--- src/hdl/lsu_pkg.sv ---
/*
 * Shared constants and types for the load/store unit data-memory pipeline.
 * Every RTL block refers to these by scoped name.
 */
`default_nettype none

package lsu_pkg;

   // ******************************************************************
   // Basic types
   // ******************************************************************
   typedef logic [31:0]        data_t;       // Data word
   typedef logic [31:0]        addr_t;       // Byte address
   typedef logic signed [11:0] offset_t;     // Immediate offset from the instruction
   typedef logic [7:0]         word_addr_t;  // DCCM word index
   typedef logic [3:0]         byteen_t;     // One enable per byte lane

   // ******************************************************************
   // Region and sizing
   // ******************************************************************
   localparam addr_t DCCM_BASE      = 32'hF004_0000;  // Start of the DCCM window
   localparam int    DCCM_ADDR_BITS = 10;             // 1 KB window
   localparam int    DCCM_WORDS     = 256;            // Array depth in words
   localparam int    STBUF_DEPTH    = 4;              // Store buffer entries
   localparam int    STBUF_PTR_BITS = 2;              // Enough to index STBUF_DEPTH

   // Access size, encoded like funct3[1:0] of the load/store opcodes
   typedef enum logic [1:0] {
      LSU_SIZE_B = 2'd0,
      LSU_SIZE_H = 2'd1,
      LSU_SIZE_W = 2'd2
   } lsu_size_e;

   // Control packet that walks down dc2 and dc3
   typedef struct packed {
      logic      valid;
      logic      store;     // 0 for loads
      lsu_size_e size;
      logic      unsign;    // Zero extend instead of sign extend
      logic      error;     // Misaligned or outside the DCCM
   } lsu_pkt_t;

   // One buffered store, already steered onto its byte lanes
   typedef struct packed {
      word_addr_t waddr;
      byteen_t    byteen;
      data_t      data;
   } stbuf_entry_t;

   // Access error report
   typedef struct packed {
      logic  valid;         // One cycle pulse
      logic  store;
      addr_t addr;          // Faulting effective address
   } lsu_error_t;

endpackage

`default_nettype wire

--- src/hdl/lsu_addr_stage.sv ---
/*
 * Address stage. Forms the effective address, checks region and alignment,
 * steers store data onto its byte lanes and registers everything into dc2.
 */
`timescale 1ns/1ps
`default_nettype none

module lsu_addr_stage (
   input  wire                        clk,
   input  wire                        rst_n,
   input  wire                        req_valid,     // One strobe per access
   input  wire                        req_store,
   input  wire lsu_pkg::lsu_size_e    req_size,
   input  wire                        req_unsign,
   input  wire lsu_pkg::addr_t        rs1,           // Base register
   input  wire lsu_pkg::offset_t      offset,
   input  wire lsu_pkg::data_t        store_data,
   input  wire                        store_stall,   // From the store buffer
   output lsu_pkg::lsu_pkt_t          pkt_dc2,
   output lsu_pkg::addr_t             addr_dc2,
   output lsu_pkg::stbuf_entry_t      st_entry_dc2
);

   lsu_pkg::addr_t        ea;            // Effective address
   logic                  in_dccm;
   logic                  misaligned;
   logic                  accept;
   lsu_pkg::byteen_t      byteen;
   lsu_pkg::data_t        lane_data;
   lsu_pkg::lsu_pkt_t     pkt_d;
   lsu_pkg::stbuf_entry_t entry_d;

   // ******************************************************************
   // Address generation and checks
   // ******************************************************************
   assign ea = rs1 + {{20{offset[11]}}, offset};   // Sign extend imm12

   // Upper bits have to match the window base
   assign in_dccm = (ea >> lsu_pkg::DCCM_ADDR_BITS) ==
                    (lsu_pkg::DCCM_BASE >> lsu_pkg::DCCM_ADDR_BITS);

   always_comb begin
      misaligned = 1'b0;
      byteen     = 4'b1111;
      case (req_size)
         lsu_pkg::LSU_SIZE_B: begin
            byteen = 4'b0001 << ea[1:0];      // Any byte is aligned
         end
         lsu_pkg::LSU_SIZE_H: begin
            misaligned = ea[0];
            byteen     = 4'b0011 << ea[1:0];
         end
         default: begin
            misaligned = |ea[1:0];            // Word needs both low bits clear
         end
      endcase
   end

   // Store data moves up to the lane of its first byte
   assign lane_data = store_data << {ea[1:0], 3'b000};

   // A store under stall is dropped here, loads always go
   assign accept = req_valid & ~(req_store & store_stall);

   assign pkt_d = '{valid:  accept,
                    store:  req_store,
                    size:   req_size,
                    unsign: req_unsign,
                    error:  ~in_dccm | misaligned};

   assign entry_d = '{waddr:  ea[lsu_pkg::DCCM_ADDR_BITS-1:2],
                      byteen: byteen,
                      data:   lane_data};

   // ******************************************************************
   // dc2 registers
   // ******************************************************************
   always_ff @(posedge clk or negedge rst_n) begin
      if (!rst_n) begin
         pkt_dc2 <= '0;
      end else begin
         pkt_dc2 <= pkt_d;
      end
   end

   always_ff @(posedge clk) begin
      if (accept) begin
         addr_dc2     <= ea;
         st_entry_dc2 <= entry_d;            // Only consumed for good stores
      end
   end

endmodule

`default_nettype wire

--- config.mk ---
export PLATFORM = sky130hd
export DESIGN_NAME = lsu_addr_stage
export DESIGN_NICKNAME = d
export VERILOG_FILES = /design/src/hdl/lsu_pkg.sv /design/src/hdl/lsu_addr_stage.sv
export SDC_FILE = /design/constraint.sdc
export NUM_CORES = 1
export LEC_CHECK = 0
export BUFFER_PORTS_ARGS = -buffer_cell sky130_fd_sc_hd__buf_4
export CORE_ASPECT_RATIO = 1.2
export CORE_MARGIN = 8
export CORE_UTILIZATION = 51
export DETAILED_ROUTE_END_ITERATION = 10
export PLACE_DENSITY = 0.9
export SETUP_SLACK_MARGIN = 0.2
export SLEW_MARGIN = 20
export SYNTH_ARGS = -nofsm -noshare
export SYNTH_HDL_FRONTEND = slang
export SYNTH_SLANG_ARGS = --single-unit
--- constraint.sdc ---
create_clock -name clk -period 0.8 [get_ports clk]
set_input_delay 0.24 -clock clk [delete_from_list [all_inputs] [get_ports clk]]
set_output_delay 0.24 -clock clk [all_outputs]
set_load 0.02 [all_outputs]
==> results of run 1 <==
==> cells in the mapped netlist (8+ instances only) <==
cell type	number
nand2_1	38
nor2b_1	10
clkbuf_1	10
a21o_1	11
o21ai_0	25
buf_4	8
ha_1	31
mux2i_1	17
a31oi_1	9
nor2_1	30
a211oi_1	12
inv_1	11
a21oi_1	36
and2_1	15
xnor2_1	19
edfxtp_1	68
==> per-stage QoR <==
| stage | cell area, µm² | hold slack (ns) | std cells | TNS, ns | worst slack [ns] |
|---|---|---|---|---|---|
| 2_1_floorplan | 5229 | -0.05559 | 444 | -136.17 | -1.808 |
| 3_3_place_gp | 7302 | 0.05856 | 824 | -102.34 | -2.148 |
| 3_5_place_dp | 7302 | 0.05777 | 824 | -106.70 | -2.362 |
==> cells by family after synthesis <==
| logic type | Yosys count | share of synthesized area, % |
|---|---|---|
| buf+inv | 34 | 3.458 |
| xor+xnor | 23 | 4.315 |
| flops | 74 | 46.96 |
| compound gates | 133 | 19.11 |
| simple gates | 131 | 13.78 |
| fa+ha+maj | 32 | 8.738 |
| mux | 17 | 3.645 |
==> flow_summary.toml, run 1 <==
[logic_synthesis]
netlist_top_cells_area = "edfxtp_1, ha_1, a21oi_1, mux2i_1, xnor2_1"
ys.warnings.count = 0
synth.yosys.seq_area_share_pct = 46.96
yosys.area.top_type = "edfxtp_1"
synth-edff-count = 68
yosys.area.top_type_share_pct = 43.74
synth.ff_latch_count = 74
async_reset_ff_share_pct = 8.108
synth_area_mm2 = 0.004668
synth_nets = 560
ys.flop_type = "edfxtp_1"
syn_avg_cell_area_um2 = 10.51
synth_cell_type_count = 52
syn_inst = 444

[placed_design]
portBuffers = 165
dp_hpwl_mm = 12.80
gp_congestion = 0.9302

[run_status]
lastStage = "clock tree synthesis"
first-error = "[ERROR DPL-0038] Utilization greater than 100%, impossible to legalize"
status = "aborted with a tool error"

[floorplan]
rows = 38
dieHeight_um = 120.8
ios = 166
die_x_um = 103.3
start_util_pct = 51.95

[cts]
max-clock-path-buffers = 2
htree_levels = 3
root_buffer = "clkbuf_8"
ctsHoldBuffers = 1
cts_setup_buffers = 36
cts.sinks = 74
cts_resized = 210
numCtsBuffers = 9
==> run 2, diff against run 1 <==
CORE_ASPECT_RATIO = default   (was 1.2)
CORE_UTILIZATION = 40   (was 51)
PLACE_DENSITY = default   (was 0.9)
PLACE_DENSITY_LB_ADDON = 0.15   (was default)
SETUP_SLACK_MARGIN = default   (was 0.2)
==> run 2 against run 1 <==
Effect of this change:
- the flow now finishes, with violations (negative setup slack)
- synthesized area did not move
- synthesized cell count is the same
==> flow_summary.toml, run 2 <==
[run_status]
status = "complete, but fails checks"
violations = "negative setup slack"

[floorplan]
die_area_mm2 = 0.01538
start_util_pct = 40.88
core_area_mm2 = 0.01142
rows = 39
dieHeight_um = 124.0
die_x_um = 124.0
ios = 166

[power]
p_leak_nw = 3.877
ir_worst_vdd_uv = 1696
power.density_mw_per_mm2 = 1801

[finish]
final_common_cell = "buf_4"
fin_nets = 867
reg_top3 = "st_entry_dc2 x36, addr_dc2 x32, pkt_dc2 x6"
fin_util_pct = 81.38
drive_gt1_share_pct = 64.15
largest_reg_flops = 36
top_register = "st_entry_dc2"
antenna_cells = 0
area_delta_synth_final_pct = 99.06
layout_common_cells = "buf_4, buf_6, edfxtp_1, nand2_1, ha_4"

[logic_synthesis]
ys.flop_type = "edfxtp_1"
ys.warnings.count = 0
syn_inst = 444
synth.yosys.seq_area_share_pct = 46.96
synth-edff-count = 68
synth_cell_type_count = 52
yosys.area.top_type_share_pct = 43.74
netlist_top_cells_area = "edfxtp_1, ha_1, a21oi_1, mux2i_1, xnor2_1"
synth_area_mm2 = 0.004668
syn_avg_cell_area_um2 = 10.51
async_reset_ff_share_pct = 8.108
yosysMostFrequentCell = "edfxtp_1"
synth.ff_latch_count = 74
yosys.area.top_type = "edfxtp_1"
synth_common_cells = "edfxtp_1, nand2_1, a21oi_1"
synth_nets = 560

[flow_run]
cap_viol_max_count = 0

[critical_path]
crit_chain = "buf_6 > ha_4 > inv_2 > fa_2 > and2b_1 > o2111ai_2 > a21oi_2 > o311a_1 > o41a_1 > o21a_1 > o311a_1 > and4b_1 > o2111ai_1"
path_class = "input port to register"
critPathArrivalTime_ns = 2.82
cp-start-kind = "input port"
crit_slowest_cell = "o41a_1"
critPathMaxStageDelay_ns = 0.36
worstSetupStartpoint = "rs1[0]"
cp_common_cell = "o311a_1"
worst_setup_path_end_kind = "register"
crit_required_ns = 1.03
crit_fanout = 3

[global_route]
grt_pass1_vias = 5076
grt_max_degree = 20
overflow = 0
track_usage_pct = 21.60
grt_antenna_before_repair = 0
grt_pass1_wl_mm = 25.80

[cts]
max-clock-path-buffers = 2
cts_tree = "done"
cts.sinks = 74
numCtsBuffers = 9
clk_pin_slew_ns = 0.06
htree_levels = 3
root_buffer = "clkbuf_16"

[drt]
antenna_left = 0
drc = 0
drt_iter0_drc = 293
wl_mm = 17.83
wl_per_cell_um = 19.83
viasPerCell = 5.511
vias = 4954
dr.pass1.iters = 5

[min_path]
holdCritStartpoint = "req_store"
holdCritPathClass = "input port to register"

[timing]
finalHoldViolCount = 0
tightest_slew_ns = 0.3772
setup_slack_ns = -1.788
rsz0062_at_grt = "yes"
setup_viol = 192
max-slew-margin-rel_pct = 74.59
layout_min_cycle_time_ns = 2.588
fmaxAchievable_mhz = 386.4
slew_viol_final = 0
period_share_pct = 323.5

[placed_design]
gp_congestion = 0.9240
dp_hpwl_mm = 11.96
dp_slack_ns = -2.152
portBuffers = 165
[run 2: power by group]
group,internal [W],switching (W)
Combinational,0.00388,0.00349
Sequential,0.00490,0.000269
Clock,0.00271,0.00149
Total,0.0115,0.00525
[run 2: layer usage]
| layer | global-route usage, % | vias to the layer above | part of all wire (%) |
|---|---|---|---|
| li1 | - | 2304 | - |
| met1 | 23.87 | 2389 | 36 |
| met2 | 39.87 | 227 | 53 |
| met3 | 4.306 | 34 | 7.5 |
| met4 | 8.401 | 0 | 3.2 |
| met5 | 0 | - | 0 |
[run 2: critical path: cells and delay by family]
kind / cells / cell delay [ns]
AOI/OAI and AO/OA: 7 / 1.69
and+or+nand+nor: 2 / 0.39
adders and majority gates: 2 / 0.34
buffers and inverters: 2 / 0.15
[run 2: cells by family (layout without fill, tap and decap cells)]
| kind of cell | Yosys count | after routing | share of synthesized area, % |
|---|---|---|---|
| AO/OA/AOI/OAI | 133 | 133 | 19.11 |
| multiplexers | 17 | 17 | 3.645 |
| AND/OR/NAND/NOR | 131 | 132 | 13.78 |
| adder cells (fa/ha/maj) | 32 | 32 | 8.738 |
| buffers and inverters | 34 | 345 | 3.458 |
| XOR/XNOR | 23 | 23 | 4.315 |
| flip-flops | 74 | 74 | 46.96 |
[run 2: through the flow]
step                      total power (W)  instance area, µm²  TNS, ns  hold slack (ns)  std cells
after floorplan                  0.008201                5229  -136.17         -0.05559        444
after global placement            0.01047                7321  -103.83          0.05847        844
after detailed placement          0.01057                7321  -106.61          0.05888        844
after CTS                         0.01623                8840   -84.60         0.005508        891
after global routing              0.01743                9293   -89.98         0.007090        899
final                             0.01673                9293   -84.72          0.02299        899
[run 2: final timing paths]
kind,end,slack (ns),depth (start not counted)
max,pkt_dc2[0],-1.79,13
min in group asynchronous,pkt_dc2[4],0.26,2
min,pkt_dc2[4],0.02,1
max in group asynchronous,pkt_dc2[3],0.42,2
[run 2: cell type report]
class | count | area, µm²
fill | 646 | 2126
multi-input combinational | 337 | 3473
timing repair buffer | 318 | 3094
clock inverter | 6 | 81.33
tap | 143 | 178.9
sequential | 74 | 2192
clock buffer | 10 | 229.0
inverter | 11 | 43.79
[run 2: repair_timing]
| item | in CTS | in global routing |
|---|---|---|
| hold buffers | 1 | 1 |
| setup buffers | 23 | 11 |
| cloned | 8 | 4 |
| hold endpoints to repair | 6 | 1 |
| resized for setup | 198 | 85 |
| pin swaps | 57 | 34 |
| endpoints found under the setup margin | 190 | 218 |
(Power assumes the default switching activity.)
==> run 3, diff against run 2 <==
CTS_BUF_LIST = sky130_fd_sc_hd__clkbuf_2 sky130_fd_sc_hd__clkbuf_4 sky130_fd_sc_hd__clkbuf_8   (was default)
GPL_TIMING_DRIVEN = 0   (was default)
==> run 3 against run 2 <==
Effect of this change:
- the run still ends with negative setup slack left
- cell count is 5.8% lower
- via count fell by 6.0%
- combinational power shrank 1%
- worst hold slack gained 0.028 ns
- sequential share of layout area grew 0.98 points
- critical path depth is the same
- count of clock-buffer cells in the layout is the same
- critical path type unchanged
- critical endpoint unchanged
- largest power group unchanged
==> flow_summary.toml, run 3 (synthesis results as in run 2) <==
[critical_path]
path_class = "input port to register"
crit_fanout = 3
crit_slowest_cell = "o41a_1"
critPathArrivalTime_ns = 2.89
cp-start-kind = "input port"
crit_chain = "buf_6 > ha_4 > inv_2 > fa_2 > and2b_2 > o2111ai_4 > a21oi_2 > o311a_1 > o41a_1 > o21a_2 > a211oi_2 > xnor2_1 > o2111ai_1"
critPathMaxStageDelay_ns = 0.38
crit_required_ns = 1.00
worst_setup_path_end_kind = "register"

[placed_design]
dp_hpwl_mm = 11.20
gp_congestion = 0.8668
postPlaceCellArea_mm2 = 0.006729
portBuffers = 165

[run_status]
status = "complete, but fails checks"
violations = "negative setup slack"

[min_path]
holdCritPathClass = "input port to register"

[power]
switching_share_pct = 33.68
switchingPower_w = 0.005135
power_frac_clock_pct = 18.6
ir_worst_vdd_uv = 1172
combinationalPowerShare_pct = 47.5
p_int_w = 0.01011
power.density_mw_per_mm2 = 1709
p_leak_nw = 3.635
power_frac_seq_pct = 33.9

[drt]
wl_mm = 17.96
drt_iter0_drc = 379
wl_per_cell_um = 21.21
drc = 0
antenna_left = 0
viasPerCell = 5.498
dr.pass1.iters = 4
vias = 4657

[floorplan]
die_area_mm2 = 0.01538
die_x_um = 124.0
dieHeight_um = 124.0
ios = 166
core_area_mm2 = 0.01142
rows = 39
start_util_pct = 40.88

[finish]
reg_top3 = "st_entry_dc2 x36, addr_dc2 x32, pkt_dc2 x6"
final_common_cell = "buf_6"
fin_util_pct = 78.13
drive_gt1_share_pct = 60.94
stdcell_area_mm2 = 0.008921
largest_reg_flops = 36
top_register = "st_entry_dc2"
antenna_cells = 0
area_delta_synth_final_pct = 91.10
nFillCells = 686
layout_common_cells = "buf_6, buf_4, edfxtp_1, nand2_1, ha_4"
fin_nets = 815

[cts]
root_buffer = "clkbuf_8"
htree_levels = 3
max-clock-path-buffers = 2
cts.sinks = 74
clk_pin_slew_ns = 0.07
cts_tree = "done"
numCtsBuffers = 9

[timing]
layout_min_cycle_time_ns = 2.686
max-slew-margin-rel_pct = 51.39
finalHoldViolCount = 0
tns_ns = -90.50
setup_viol = 214
tightest_slew_ns = 0.7291
fmaxAchievable_mhz = 372.3
rsz0062_at_grt = "yes"
setup_slack_ns = -1.886
period_share_pct = 335.7
slew_viol_final = 0

[global_route]
grt_max_degree = 13
grt_pass1_vias = 4768
track_usage_pct = 21.77
overflow = 0
grt_pass1_wl_mm = 25.58
grt_antenna_before_repair = 0

[flow_run]
cap_viol_max_count = 0
run 3: cell count changes in the layout (fill, tap and decap cells not counted), sizes merged:
cell         delta
and2            +1
buf            -58
bufinv          -1
clkbuf          +4
clkinvlp        +1
dlygate4sd3     +1
run 3: stage by stage:
step | hold WS (ns) | setup WS (ns) | total power [W] | std cells
floorplan | -0.05559 | -1.808 | 0.008201 | 444
global placement | 0.05509 | -2.404 | 0.009977 | 752
detailed placement | 0.05845 | -2.432 | 0.01011 | 755
CTS | 0.02527 | -1.814 | 0.01458 | 826
global route | 0.02398 | -1.943 | 0.01586 | 847
finish | 0.05094 | -1.886 | 0.01525 | 847
run 3: layout make-up:
class	count	area, µm²	area share (%)
clock inverters	6	57.56	0.6452
repair buffers	246	2629	29.47
clock buffers	10	131.4	1.473
inverters	11	53.80	0.6031
well taps	143	178.9	2.006
flip-flops and latches	74	2192	24.57
multi-input cells	338	3452	38.70
plain buffers	19	226.5	2.539
run 3: repair_timing:
item,in CTS,in global routing
gates cloned,14,1
endpoints found under the hold margin,8,0
setup buffers,42,26
resized for setup,204,69
pin swaps,43,29
setup endpoints to repair,214,202
hold buffers,3,0
run 3: layer usage:
layer	vias up	global-route usage (%)	part of all wire [%]
met5	-	0	0
met4	0	9.145	3.0
met3	37	4.125	6.3
met2	194	41.01	55
li1	2192	-	-
met1	2234	23.24	36
run 3: power groups by stage:
stage | clock network, W | registers, W | logic (W)
after floorplan | 0 | 0.00574 | 0.00246
after global placement | 0 | 0.00514 | 0.00484
after detailed placement | 0 | 0.00514 | 0.00497
after CTS | 0.00286 | 0.00515 | 0.00657
after global routing | 0.00304 | 0.00520 | 0.00762
final | 0.00284 | 0.00516 | 0.00725
run 3: worst max-delay path, delay by kind of cell:
kind            cells  cell delay [ns]
fa+ha+maj           2             0.35
compound gates      7             1.72
buf+inv             2             0.15
simple gates        1             0.25
xor+xnor            1             0.18
run 3: path summary, 6_finish.rpt:
kind                         endpoint  cells after the start  slack, ns         from
max                        pkt_dc2[0]                     13      -1.89    offset[0]
min                        pkt_dc2[2]                      1       0.05  req_size[0]
max in group asynchronous  pkt_dc2[1]                      2       0.41        rst_n
min in group asynchronous  pkt_dc2[3]                      2       0.26        rst_n
