$ cat src/hdl/lsu_pkg.sv
/*
 * Shared constants and types for the load/store unit data-memory pipeline.
 * Every RTL block refers to these by scoped name.
 */
`default_nettype none

package lsu_pkg;

   // ******************************************************************
   // Basic types
   // ******************************************************************
   typedef logic [31:0]        data_t;       // Data word
   typedef logic [31:0]        addr_t;       // Byte address
   typedef logic signed [11:0] offset_t;     // Immediate offset from the instruction
   typedef logic [7:0]         word_addr_t;  // DCCM word index
   typedef logic [3:0]         byteen_t;     // One enable per byte lane

   // ******************************************************************
   // Region and sizing
   // ******************************************************************
   localparam addr_t DCCM_BASE      = 32'hF004_0000;  // Start of the DCCM window
   localparam int    DCCM_ADDR_BITS = 10;             // 1 KB window
   localparam int    DCCM_WORDS     = 256;            // Array depth in words
   localparam int    STBUF_DEPTH    = 4;              // Store buffer entries
   localparam int    STBUF_PTR_BITS = 2;              // Enough to index STBUF_DEPTH

   // Access size, encoded like funct3[1:0] of the load/store opcodes
   typedef enum logic [1:0] {
      LSU_SIZE_B = 2'd0,
      LSU_SIZE_H = 2'd1,
      LSU_SIZE_W = 2'd2
   } lsu_size_e;

   // Control packet that walks down dc2 and dc3
   typedef struct packed {
      logic      valid;
      logic      store;     // 0 for loads
      lsu_size_e size;
      logic      unsign;    // Zero extend instead of sign extend
      logic      error;     // Misaligned or outside the DCCM
   } lsu_pkt_t;

   // One buffered store, already steered onto its byte lanes
   typedef struct packed {
      word_addr_t waddr;
      byteen_t    byteen;
      data_t      data;
   } stbuf_entry_t;

   // Access error report
   typedef struct packed {
      logic  valid;         // One cycle pulse
      logic  store;
      addr_t addr;          // Faulting effective address
   } lsu_error_t;

endpackage

`default_nettype wire

$ cat src/hdl/lsu_stbuf.sv
/*
 * Store buffer. Circular FIFO of lane-aligned stores that forwards bytes
 * to loads in dc2 and drains one entry per cycle into the DCCM array.
 * Also computes the store stall level used by the address stage.
 */
`timescale 1ns/1ps
`default_nettype none

module lsu_stbuf (
   input  wire                            clk,
   input  wire                            rst_n,
   input  wire lsu_pkg::lsu_pkt_t         pkt_dc2,
   input  wire lsu_pkg::stbuf_entry_t     st_entry_dc2,
   input  wire lsu_pkg::addr_t            addr_dc2,
   output lsu_pkg::byteen_t               fwd_byteen,   // Lanes supplied by the buffer
   output lsu_pkg::data_t                 fwd_data,
   output logic                           drain_valid,  // Level, high while not empty
   output lsu_pkg::stbuf_entry_t          drain_entry,  // Oldest entry
   output logic                           store_stall,
   output logic                           stbuf_empty
);

   lsu_pkg::stbuf_entry_t                 mem [lsu_pkg::STBUF_DEPTH];
   logic [lsu_pkg::STBUF_PTR_BITS-1:0]    wr_ptr;
   logic [lsu_pkg::STBUF_PTR_BITS-1:0]    rd_ptr;
   logic [lsu_pkg::STBUF_PTR_BITS:0]      count;        // 0 .. STBUF_DEPTH
   logic                                  push;
   logic                                  pop;
   lsu_pkg::word_addr_t                   ld_waddr;

   // ******************************************************************
   // Push, pop and occupancy
   // ******************************************************************
   assign push = pkt_dc2.valid & pkt_dc2.store & ~pkt_dc2.error;   // Good store ends dc2
   assign pop  = drain_valid;                  // Array write always accepted

   assign stbuf_empty = (count == '0);
   assign drain_valid = ~stbuf_empty;
   assign drain_entry = mem[rd_ptr];

   // Entries held plus the store still in dc2 would fill the buffer
   assign store_stall = (int'(count) + int'(push)) >= lsu_pkg::STBUF_DEPTH;

   always_ff @(posedge clk or negedge rst_n) begin
      if (!rst_n) begin
         wr_ptr <= '0;
         rd_ptr <= '0;
         count  <= '0;
      end else begin
         if (push) begin
            wr_ptr <= wr_ptr + 1'b1;       // Wraps with the depth
         end
         if (pop) begin
            rd_ptr <= rd_ptr + 1'b1;
         end
         case ({push, pop})
            2'b10:   count <= count + 1'b1;
            2'b01:   count <= count - 1'b1;
            default: count <= count;         // Both or neither
         endcase
      end
   end

   always_ff @(posedge clk) begin
      if (push) begin
         mem[wr_ptr] <= st_entry_dc2;
      end
   end

   // ******************************************************************
   // Byte forwarding to the load in dc2
   // ******************************************************************
   assign ld_waddr = addr_dc2[lsu_pkg::DCCM_ADDR_BITS-1:2];

   // Walk oldest to youngest so a later match overrides an earlier one
   always_comb begin : fwd_search
      logic [lsu_pkg::STBUF_PTR_BITS-1:0] idx;
      fwd_byteen = '0;
      fwd_data   = '0;
      idx        = rd_ptr;
      for (int i = 0; i < lsu_pkg::STBUF_DEPTH; i++) begin
         idx = rd_ptr + i[lsu_pkg::STBUF_PTR_BITS-1:0];
         if ((i < int'(count)) && (mem[idx].waddr == ld_waddr)) begin
            for (int b = 0; b < 4; b++) begin
               if (mem[idx].byteen[b]) begin
                  fwd_byteen[b]      = 1'b1;
                  fwd_data[8*b +: 8] = mem[idx].data[8*b +: 8];
               end
            end
         end
      end
   end

endmodule

`default_nettype wire

$ cat config.mk
export PLATFORM = sky130hd
export DESIGN_NAME = lsu_stbuf
export DESIGN_NICKNAME = d
export VERILOG_FILES = /design/src/hdl/lsu_pkg.sv /design/src/hdl/lsu_stbuf.sv
export SDC_FILE = /design/constraint.sdc
export NUM_CORES = 1
export LEC_CHECK = 0
export BUFFER_PORTS_ARGS = -buffer_cell sky130_fd_sc_hd__buf_2
export CORE_UTILIZATION = 25
export CTS_CLUSTER_DIAMETER = 30
export DETAILED_ROUTE_END_ITERATION = 16
export GPL_TIMING_DRIVEN = 0
export HOLD_SLACK_MARGIN = 0.06
export SYNTH_ARGS = -nofsm -noshare
export SYNTH_HDL_FRONTEND = slang
export SYNTH_SLANG_ARGS = --single-unit
$ cat constraint.sdc
create_clock -name clk -period 2.95 [get_ports clk]
set_input_delay 0.295 -clock clk [delete_from_list [all_inputs] [get_ports clk]]
set_output_delay 0.295 -clock clk [all_outputs]
set_load 0.01 [all_outputs]
# After elaboration in Yosys (flattened, before gate mapping)
# Memories as Yosys holds them, arrays and structs flattened.
# Cells that the tools add are included.
op_classes:
  n_reduce_logical: 6
  mux: 43
  add_sub_neg: 7
  n_lt_le_gt_ge: 5
  n_eq_ne: 6
  n_bitwise: 4
ops:
  columns: ["op", "n"]
  rows:
  - ["32-bit 2-to-1 mux", 4]
  - ["8-bit 2-to-1 mux", 16]
  - ["8-bit == test", 4]
  - ["1-bit 2-to-1 mux", 18]
  - ["4-bit 2-to-1 mux", 4]
  - ["1-bit by 3-bit less-than comparator with 1-bit output (first input constant)", 2]
  - ["2-bit by 3-bit less-than comparator with 1-bit output (first input constant)", 2]
  - ["3-bit case mux with 2 select lines", 1]
  - ["2-bit by 1-bit adder with 2-bit output (second input constant)", 2]
  - ["2-bit adder (second input constant)", 2]
  - ["3-bit by 1-bit adder with 4-bit output", 1]
  - ["4-bit by 3-bit greater-or-equal comparator with 1-bit output (second input constant)", 1]
  - ["1-bit logical AND", 4]
  - ["3-bit by 1-bit adder with 3-bit output (second input constant)", 1]
  - ["3-bit logical NOT", 1]
  - ["3-bit by 1-bit subtractor with 3-bit output (second input constant)", 1]
  - ["1-bit bitwise AND", 2]
  - ["2-bit by 1-bit == test with 1-bit output (second input constant)", 1]
  - ["2-bit == test (second input constant)", 1]
  - ["1-bit NOT", 2]
  - ["2-bit nonzero test", 1]
word_totals:
  out_inout_bits: 83
  mem_count: 1
  wordCells: 75
  reg_bits: 7
  in_bits: 84
  mem_bits_rw: 176
memory_table:
  columns: ["memory", "words", "word_bits", "rd", "rd_ports_with_merged_regs", "write_ports", "line_no", "source"]
  rows:
  - ["mem", 4, 44, 4, 0, 1, "lsu_stbuf.sv:23", "lsu_pkg::stbuf_entry_t mem [lsu_pkg::STBUF_DEPTH];"]

# Longest topological paths before layout
# Gate-level depths: netlist (run 1).
# An unclocked memory read counts as a cell.
logic_depth:
  ltp_word: 10
  ltp_mapped: 14
  ltp_nobuf: 8

# Worst setup path before layout (run 1)
# No wires, ideal clock.
synth_path:
  path_kind: "flip-flop to output port"
  from: "reg rd_ptr[0] (netlist name)"
  to: "out fwd_data[0]"
  arrival_time_ns: 2.934
  required_ns: 2.655
  path_buffers: 5
  setup_slack_ns: -0.279
  stages_incl_launch_ff: 13
  path_cell_list: "dfrtp_1 > buf_2 > buf_2 > mux4_2 > xor2_1 > or3_1 > a21oi_1 > buf_4 > buf_6 > nand2_1 > a31o_2 > buf_6 > a22oi_1"
synth_via:
  elab_chain_len: 10
  word_cells_on_any_way: 20
  classes_between: "add/sub (3); eq/ne (4); mux (8); reduce/logical (4); memory (1)"
synth_lines:
  columns: ["element", "line_no", "source"]
  rows:
  - ["start, declared", "lsu_stbuf.sv:25", "logic [lsu_pkg::STBUF_PTR_BITS-1:0] rd_ptr;"]
  - ["start signal, assigned", "lsu_stbuf.sv:54", "rd_ptr <= rd_ptr + 1'b1;"]
  - ["memory 4 x 44 bit (*)", null, null]
  - ["8-bit == test", "lsu_stbuf.sv:83", "if ((i < int'(count)) && (mem[idx].waddr == ld_waddr)) begin"]
  - ["1-bit logical AND", "lsu_stbuf.sv:83", null]
  - ["32-bit 2-to-1 mux", "lsu_stbuf.sv:83", null]
  - ["8-bit 2-to-1 mux", "lsu_stbuf.sv:85", "if (mem[idx].byteen[b]) begin"]
  - ["32-bit 2-to-1 mux", "lsu_stbuf.sv:83", null]
  - ["8-bit 2-to-1 mux", "lsu_stbuf.sv:85", null]
  - ["32-bit 2-to-1 mux", "lsu_stbuf.sv:83", null]
  - ["8-bit 2-to-1 mux", "lsu_stbuf.sv:85", null]
  - ["32-bit 2-to-1 mux (*)", "lsu_stbuf.sv:83", null]
  - ["end, declared", "lsu_stbuf.sv:16", "output lsu_pkg::data_t fwd_data,"]
# Every way passes the cells marked *; elsewhere a longest branch is shown, timed or not.

# Final worst setup path (run 1)
layout_path:
  from: "reg rd_ptr[1] (netlist name)"
  to: "out fwd_data[13]"
# Same word-level chain as after synthesis.

==> results of run 1 <==
[worst paths after layout]
check,endpoint,slack [ns],cells after the start
worst max-delay path,fwd_data[13],-1.08,14
worst min-delay path,mem[2][20],0.07,1
worst max register to register,rd_ptr[1],0.70,10
worst min register to register,count[1],0.62,2
max in group asynchronous,rd_ptr[1],2.59,2
min in group asynchronous,count[0],0.21,2
[routing by layer]
metal,GRT usage (%),share of wire (%),up-vias
met1,24.1,41,5223
met3,4.43,8.8,115
met5,0,0.097,-
met2,29.7,47,577
met4,6.99,3.5,8
li1,-,-,4559
[cell families (layout without fill, tap and decap cells)]
| kind of cell | Yosys count | after routing | synth area share, % |
|---|---|---|---|
| compound gates | 262 | 264 | 15.9 |
| xor+xnor | 42 | 42 | 3.15 |
| fa+ha+maj | 9 | 9 | 0.965 |
| buf+inv | 116 | 380 | 4.78 |
| flops | 183 | 183 | 46.8 |
| mux | 194 | 194 | 18.3 |
| other cells | 0 | 4 | 0 |
| simple gates | 214 | 214 | 10.1 |
[placed cells by master (no fill, tap or decap), types with 9 or more instances in the layout]
master | netlist | final
buf_6 | 7 | 42
nor3_1 | 14 | 11
a21o_1 | 11 | 10
inv_1 | 23 | 22
ha_1 | 9 | 9
o22ai_2 | 0 | 10
nor2_1 | 65 | 42
dlygate4sd3_1 | 0 | 19
a211o_1 | 10 | 10
xor2_1 | 15 | 14
clkbuf_2 | 1 | 9
a31oi_1 | 19 | 19
xnor2_1 | 27 | 19
mux4_2 | 9 | 9
o22a_1 | 13 | 13
mux2_2 | 57 | 36
nand2_1 | 23 | 17
edfxtp_1 | 176 | 176
buf_2 | 30 | 132
clkbuf_16 | 0 | 21
buf_12 | 1 | 29
mux2i_2 | 0 | 27
buf_4 | 4 | 59
mux2_4 | 1 | 22
o41ai_2 | 0 | 10
o21ai_0 | 25 | 16
a21oi_2 | 1 | 30
nand4b_1 | 15 | 15
a21oi_1 | 56 | 24
a22oi_2 | 0 | 16
buf_8 | 0 | 11
nor4_1 | 25 | 16
nor2_4 | 1 | 17
a221o_1 | 9 | 9
mux2i_1 | 127 | 88
mux2i_4 | 0 | 12
[registers in the layout, summed over array words and instances, names as in the netlist]
| signal | cells |
|---|---|
| rd_ptr | 2 |
| wr_ptr | 2 |
| count | 3 |
| mem | 176 |
[timing repair]
action,in CTS,in global routing
pin swaps,50,32
endpoints found under the setup margin,76,71
endpoints found under the hold margin,67,8
resized for setup,343,150
cloned,4,2
hold buffers,17,2
setup buffers,61,21
[through the flow]
stage          power (mW)  cells  setup WS, ns  TNS [ns]
5_1_grt              16.8   1886         -1.18    -40.04
3_3_place_gp         11.0   1755         -1.42   -174.08
6_report             16.2   1890         -1.08    -35.91
3_5_place_dp         11.1   1755         -1.41    -75.62
2_1_floorplan        8.27   1020        -0.116     -2.22
4_1_cts              15.2   1864         -1.02    -32.83
[power by group through the flow]
| stage | clock network [mW] | logic [mW] | registers [mW] |
|---|---|---|---|
| after floorplan | 0 | 5.10 | 3.16 |
| after global placement | 0 | 7.80 | 3.19 |
| after detailed placement | 0 | 7.88 | 3.19 |
| after CTS | 2.32 | 9.74 | 3.14 |
| after global routing | 2.44 | 11.2 | 3.17 |
| final | 2.32 | 10.7 | 3.15 |
[worst reg2reg max path: cells and delay by family, from the launching register on]
family                    cells  cell delay (ns)
buffers and inverters         8             1.54
and+or+nand+nor               1             0.10
xor gates and xnor gates      1             0.13
DFF                           1             0.36
[final cells by class]
cell class | count | area (um^2)
Clock inverter | 14 | 149
Tap cell | 600 | 751
Buffer | 85 | 1060
Fill cell | 4380 | 28900
Sequential cell | 183 | 5460
Timing Repair Buffer | 239 | 1760
Inverter | 24 | 91.3
Antenna cell | 4 | 10.0
Clock buffer | 18 | 429
Multi-Input combinational cell | 723 | 7110
==> flow_summary.toml, run 1 <==
[outcome]
outcome = "finished with violations"
violations = "negative setup slack"

[timing]
fin_crit_sh_pct = 137
skew_ns = 0.0102
period_minus_slack_ns = 4.03
setup_ws_ns = -1.08
final_hold_viol_count = 0
rsz0062_at_grt = "yes"
relSlewSlack_pct = 34.2
final-setup-viol-count = 40
worst_pin_slew_ns = 0.987
final_max_slew_viol_count = 0
fmax_mhz = 248
holdWs_ns = 0.0670

[synthesis]
synth_flop_cell = "edfxtp_1"
async_flop_share_pct = 3.83
synth_cell_types = 72
synth-edff-count = 176
synth_seq_area_share_pct = 46.8
avgSynthCellArea_um2 = 11.4
ys_warn_count = 0
synthesis.area_mm2 = 0.0117
synth_nets = 1113
synth_top_cell_by_area = "edfxtp_1"
synth_area_leaders = "edfxtp_1, mux2i_1, mux2_2"
ys_ff_latch = 183
synth_top_area_share_pct = 45.3
postSynthCellCount = 1020
synth_commonest_cells = "edfxtp_1, mux2i_1, nor2_1, mux2_2, a21oi_1"
synth_most_common_cell = "edfxtp_1"

[detailed_routing]
initialDrtViolationCount = 1025
drc = 0
ant_nets = 0
wl_per_cell_um = 24.1
vias_per_cell = 5.55
dr.pass1.iters = 5
vias = 10500
drt_wl_total_mm = 45.6

[global_route]
grt_max_degree = 45
grt.total_usage_pct = 18.6
grt_pass1_wl_mm = 65.6
grt_pass1_vias = 10400
grt_antenna_before_repair = 7
grt_overflow_total = 0

[cts]
cts_made_buffers = 17
clock-sinks = 183
clock_path_buffers = 2
root_buffer = "clkbuf_16"
htreeDepth = 4
clk_latency_ns = 0.45
cts_tree = "done"
clk_pin_slew_ns = 0.07

[critical_path]
path_buf_inv = 6
cpMaxStageDelayCell = "or3_4"
critPathArrivalTime_ns = 3.73
startpoint_type = "register"
worstSetupPathType = "reg -> out"
cp_cell_sequence = "buf_6, buf_12, buf_8, buf_6, mux2i_2, xor2_1, nor3b_4, o221ai_4, or3_4, buf_8, o22ai_2, o22ai_1, a22oi_2, buf_2"
r2r_start = "rd_ptr[0]"
crit_path_max_fanout = 8
worstPathRequired_ns = 2.65
crit_family = "buffers and inverters"
slowest_delay_ns = 0.49
crit_path_start = "rd_ptr[1]"
crit_path_end_kind = "primary output"

[layout]
utilization_pct = 36.8
area_growth_syn_to_layout_pct = 44.0
nets = 1366
final_area_mm2 = 0.0168
drive_gt1_share_pct = 48.4

[power_and_ir_drop]
switching_share_pct = 44.5
p_seq_share_pct = 19.5
ir_drop_mv = 0.448
power.density_mw_per_mm2 = 962
power_switching_mw = 7.20
p_leak_nw = 6.26
p_int_mw = 8.98
p_comb_share_pct = 66.2
clkPwrFrac_pct = 14.4

[floorplan]
ios = 167
initial_core_util_pct = 25.6
core-area_mm2 = 0.0457
dieArea_mm2 = 0.0476
row_count = 78
die_w_um = 218
die_y_um = 218

[min_path]
min_path_type = "in -> reg"
hp-start = "st_entry_dc2[20]"

[flow_run]
maxCapViolations = 0

[place]
dp_hpwl_mm = 30.0
port_buffers = 135
routabilityCongestion = 0.892
placed_area_mm2 = 0.0133
(Power assumes the default switching activity.)
==> run 2: changes to the inputs <==
Clock period 2.95 ns to 4.7 ns, I/O delays scaled along.
==> flow_summary.toml, run 2 (synthesized netlist as in run 1, its figures left out) <==
[outcome]
outcome = "finished clean"

[timing]
period_minus_slack_ns = 4.61
fmax_mhz = 217
final-setup-viol-count = 0
skew_ns = 0.00958
worst_pin_slew_ns = 1.07
rsz0062_at_grt = "no"
final_max_slew_viol_count = 0
fin_crit_sh_pct = 98.2
relSlewSlack_pct = 26.9
final_hold_viol_count = 0

[layout]
registers.top_by_ff_count = "mem"
mostFrequentLayoutCell = "edfxtp_1"
utilization_pct = 30.6
ff_latch_area_mm2 = 0.00546
fillers = 4719
multi_input_area_mm2 = 0.00577
drive_gt1_share_pct = 28.0
reg_top3 = "mem: 176 flops, count: 3 flops"
nets = 1278
area_growth_syn_to_layout_pct = 19.7
layout_common_cells = "edfxtp_1, buf_2, mux2i_1"
largest_reg_flops = 176
final_area_mm2 = 0.0140

[detailed_routing]
initialDrtViolationCount = 1326
drc = 0
drt_wl_total_mm = 42.3
wl_per_cell_um = 23.5
vias = 10000
vias_per_cell = 5.56
ant_nets = 0
dr.pass1.iters = 5

[cts]
clk_pin_slew_ns = 0.07
cts_made_buffers = 17
clk_latency_ns = 0.45
htreeDepth = 4
clock_path_buffers = 2
cts_tree = "done"
clock-sinks = 183
root_buffer = "clkbuf_16"

[global_route]
grt_overflow_total = 0
grt_antenna_before_repair = 6
grt_pass1_vias = 9616
grt_pass1_wl_mm = 61.4
grt.total_usage_pct = 17.5
grt_max_degree = 27

[critical_path]
worst_path_most_repeated_cell = "buf_4"
worstSetupPathType = "reg -> out"
crit_path_max_fanout = 10
cpMaxStageDelayCell = "or3_1"
slowest_delay_ns = 0.43
worstPathRequired_ns = 4.23
timing.reg2reg.setup_slack_ns = 1.52
cp_cell_sequence = "buf_6, buf_12, buf_4, buf_4, mux4_2, xor2_1, or3_1, a21oi_4, buf_4, a211oi_1, a21o_1, clkbuf_1, a22oi_1, buf_2"
crit_path_end_kind = "primary output"
critPathArrivalTime_ns = 4.14
startpoint_type = "register"

[place]
placed_area_mm2 = 0.0132
dp_hpwl_mm = 30.5
routabilityCongestion = 0.882
port_buffers = 135

[power_and_ir_drop]
ir_drop_mv = 0.234
power.density_mw_per_mm2 = 601
finalPower_mw = 8.40
p_leak_nw = 5.25

[floorplan]
initial_core_util_pct = 25.6
core-area_mm2 = 0.0457
ios = 167
row_count = 78
die_y_um = 218
dieArea_mm2 = 0.0476
die_w_um = 218

[flow_run]
maxCapViolations = 0

[min_path]
min_path_type = "in -> reg"
## run 2: changes by cell type in the layout (fill, tap and decap cells not counted), moves of 18 or more
| cell | before | now |
|---|---|---|
| buf_2 | 132 | 164 |
| mux2i_1 | 88 | 126 |
| buf_12 | 29 | 5 |
| a21oi_1 | 24 | 54 |
| nor2_1 | 42 | 65 |
| clkbuf_1 | 6 | 25 |
| mux2_2 | 36 | 57 |
| buf_4 | 59 | 10 |
| a21oi_2 | 30 | 2 |
| dlygate4sd3_1 | 19 | 1 |
| mux2_4 | 22 | 1 |
| buf_6 | 42 | 7 |
| mux2i_2 | 27 | 1 |
## run 2: critical path: cells and delay by family, from the launching register on
| family | cells | cell delay (ns) |
|---|---|---|
| mux | 1 | 0.33 |
| compound gates | 4 | 0.93 |
| buf+inv | 7 | 1.50 |
| flops | 1 | 0.34 |
| simple gates | 1 | 0.43 |
| xor+xnor | 1 | 0.14 |
## run 2: timing repair
item | in CTS | in global routing
hold buffers | 1 | 0
resized for setup | 14 | 40
setup endpoints to repair | 52 | 50
endpoints found under the hold margin | 7 | 0
buffers inserted | 0 | 6
cloned | 0 | 0
pin swaps | 0 | 4
## run 2: report_power, final
part	leakage (nW)	total (mW)	switching, mW	internal, mW
clock network	0.284	1.44	0.653	0.786
registers	1.67	1.96	0.0579	1.91
logic	3.30	4.99	3.16	1.83
total	5.25	8.40	3.87	4.53
## run 2: path summary, 6_finish.rpt
check                                    end  cells past startpoint              from
min in group asynchronous           count[1]                      2             rst_n
worst max register to register     rd_ptr[0]                      9         rd_ptr[0]
worst min register to register      count[1]                      2          count[1]
worst max-delay path            fwd_data[10]                     14         rd_ptr[1]
worst min-delay path              mem[3][22]                      1  st_entry_dc2[22]
max in group asynchronous          rd_ptr[1]                      2             rst_n
## run 2: per-layer routing
| metal | up-vias | track usage [%] | part of all wire [%] |
|---|---|---|---|
| li1 | 4365 | - | - |
| met2 | 588 | 27.2 | 45 |
| met1 | 4959 | 23.5 | 42 |
| met5 | - | 0 | 0.080 |
| met4 | 6 | 6.67 | 3.1 |
| met3 | 86 | 3.98 | 9.5 |
## run 2: layout make-up
cell class,count,area share [%]
antenna,1,0.0179
buffer,92,3.62
clock buffer,17,3.04
clock inverter,15,1.10
inverter,24,0.671
multi-input combinational,721,41.3
sequential,183,39.1
tap,600,5.37
timing repair buffer,146,5.80
## run 2: per-stage QoR
| step | std cells | hold slack, ns | setup slack [ns] | TNS [ns] |
|---|---|---|---|---|
| 6_report | 1799 | 0.229 | 0.0861 | 0 |
| 5_1_grt | 1798 | 0.223 | 0.0104 | 0 |
| 4_1_cts | 1792 | 0.220 | 0.00208 | 0 |
| 3_5_place_dp | 1759 | 0.318 | -0.0354 | -0.0354 |
| 3_3_place_gp | 1755 | 0.318 | 0.0213 | 0 |
| 2_1_floorplan | 1020 | 0.174 | 1.30 | 0 |
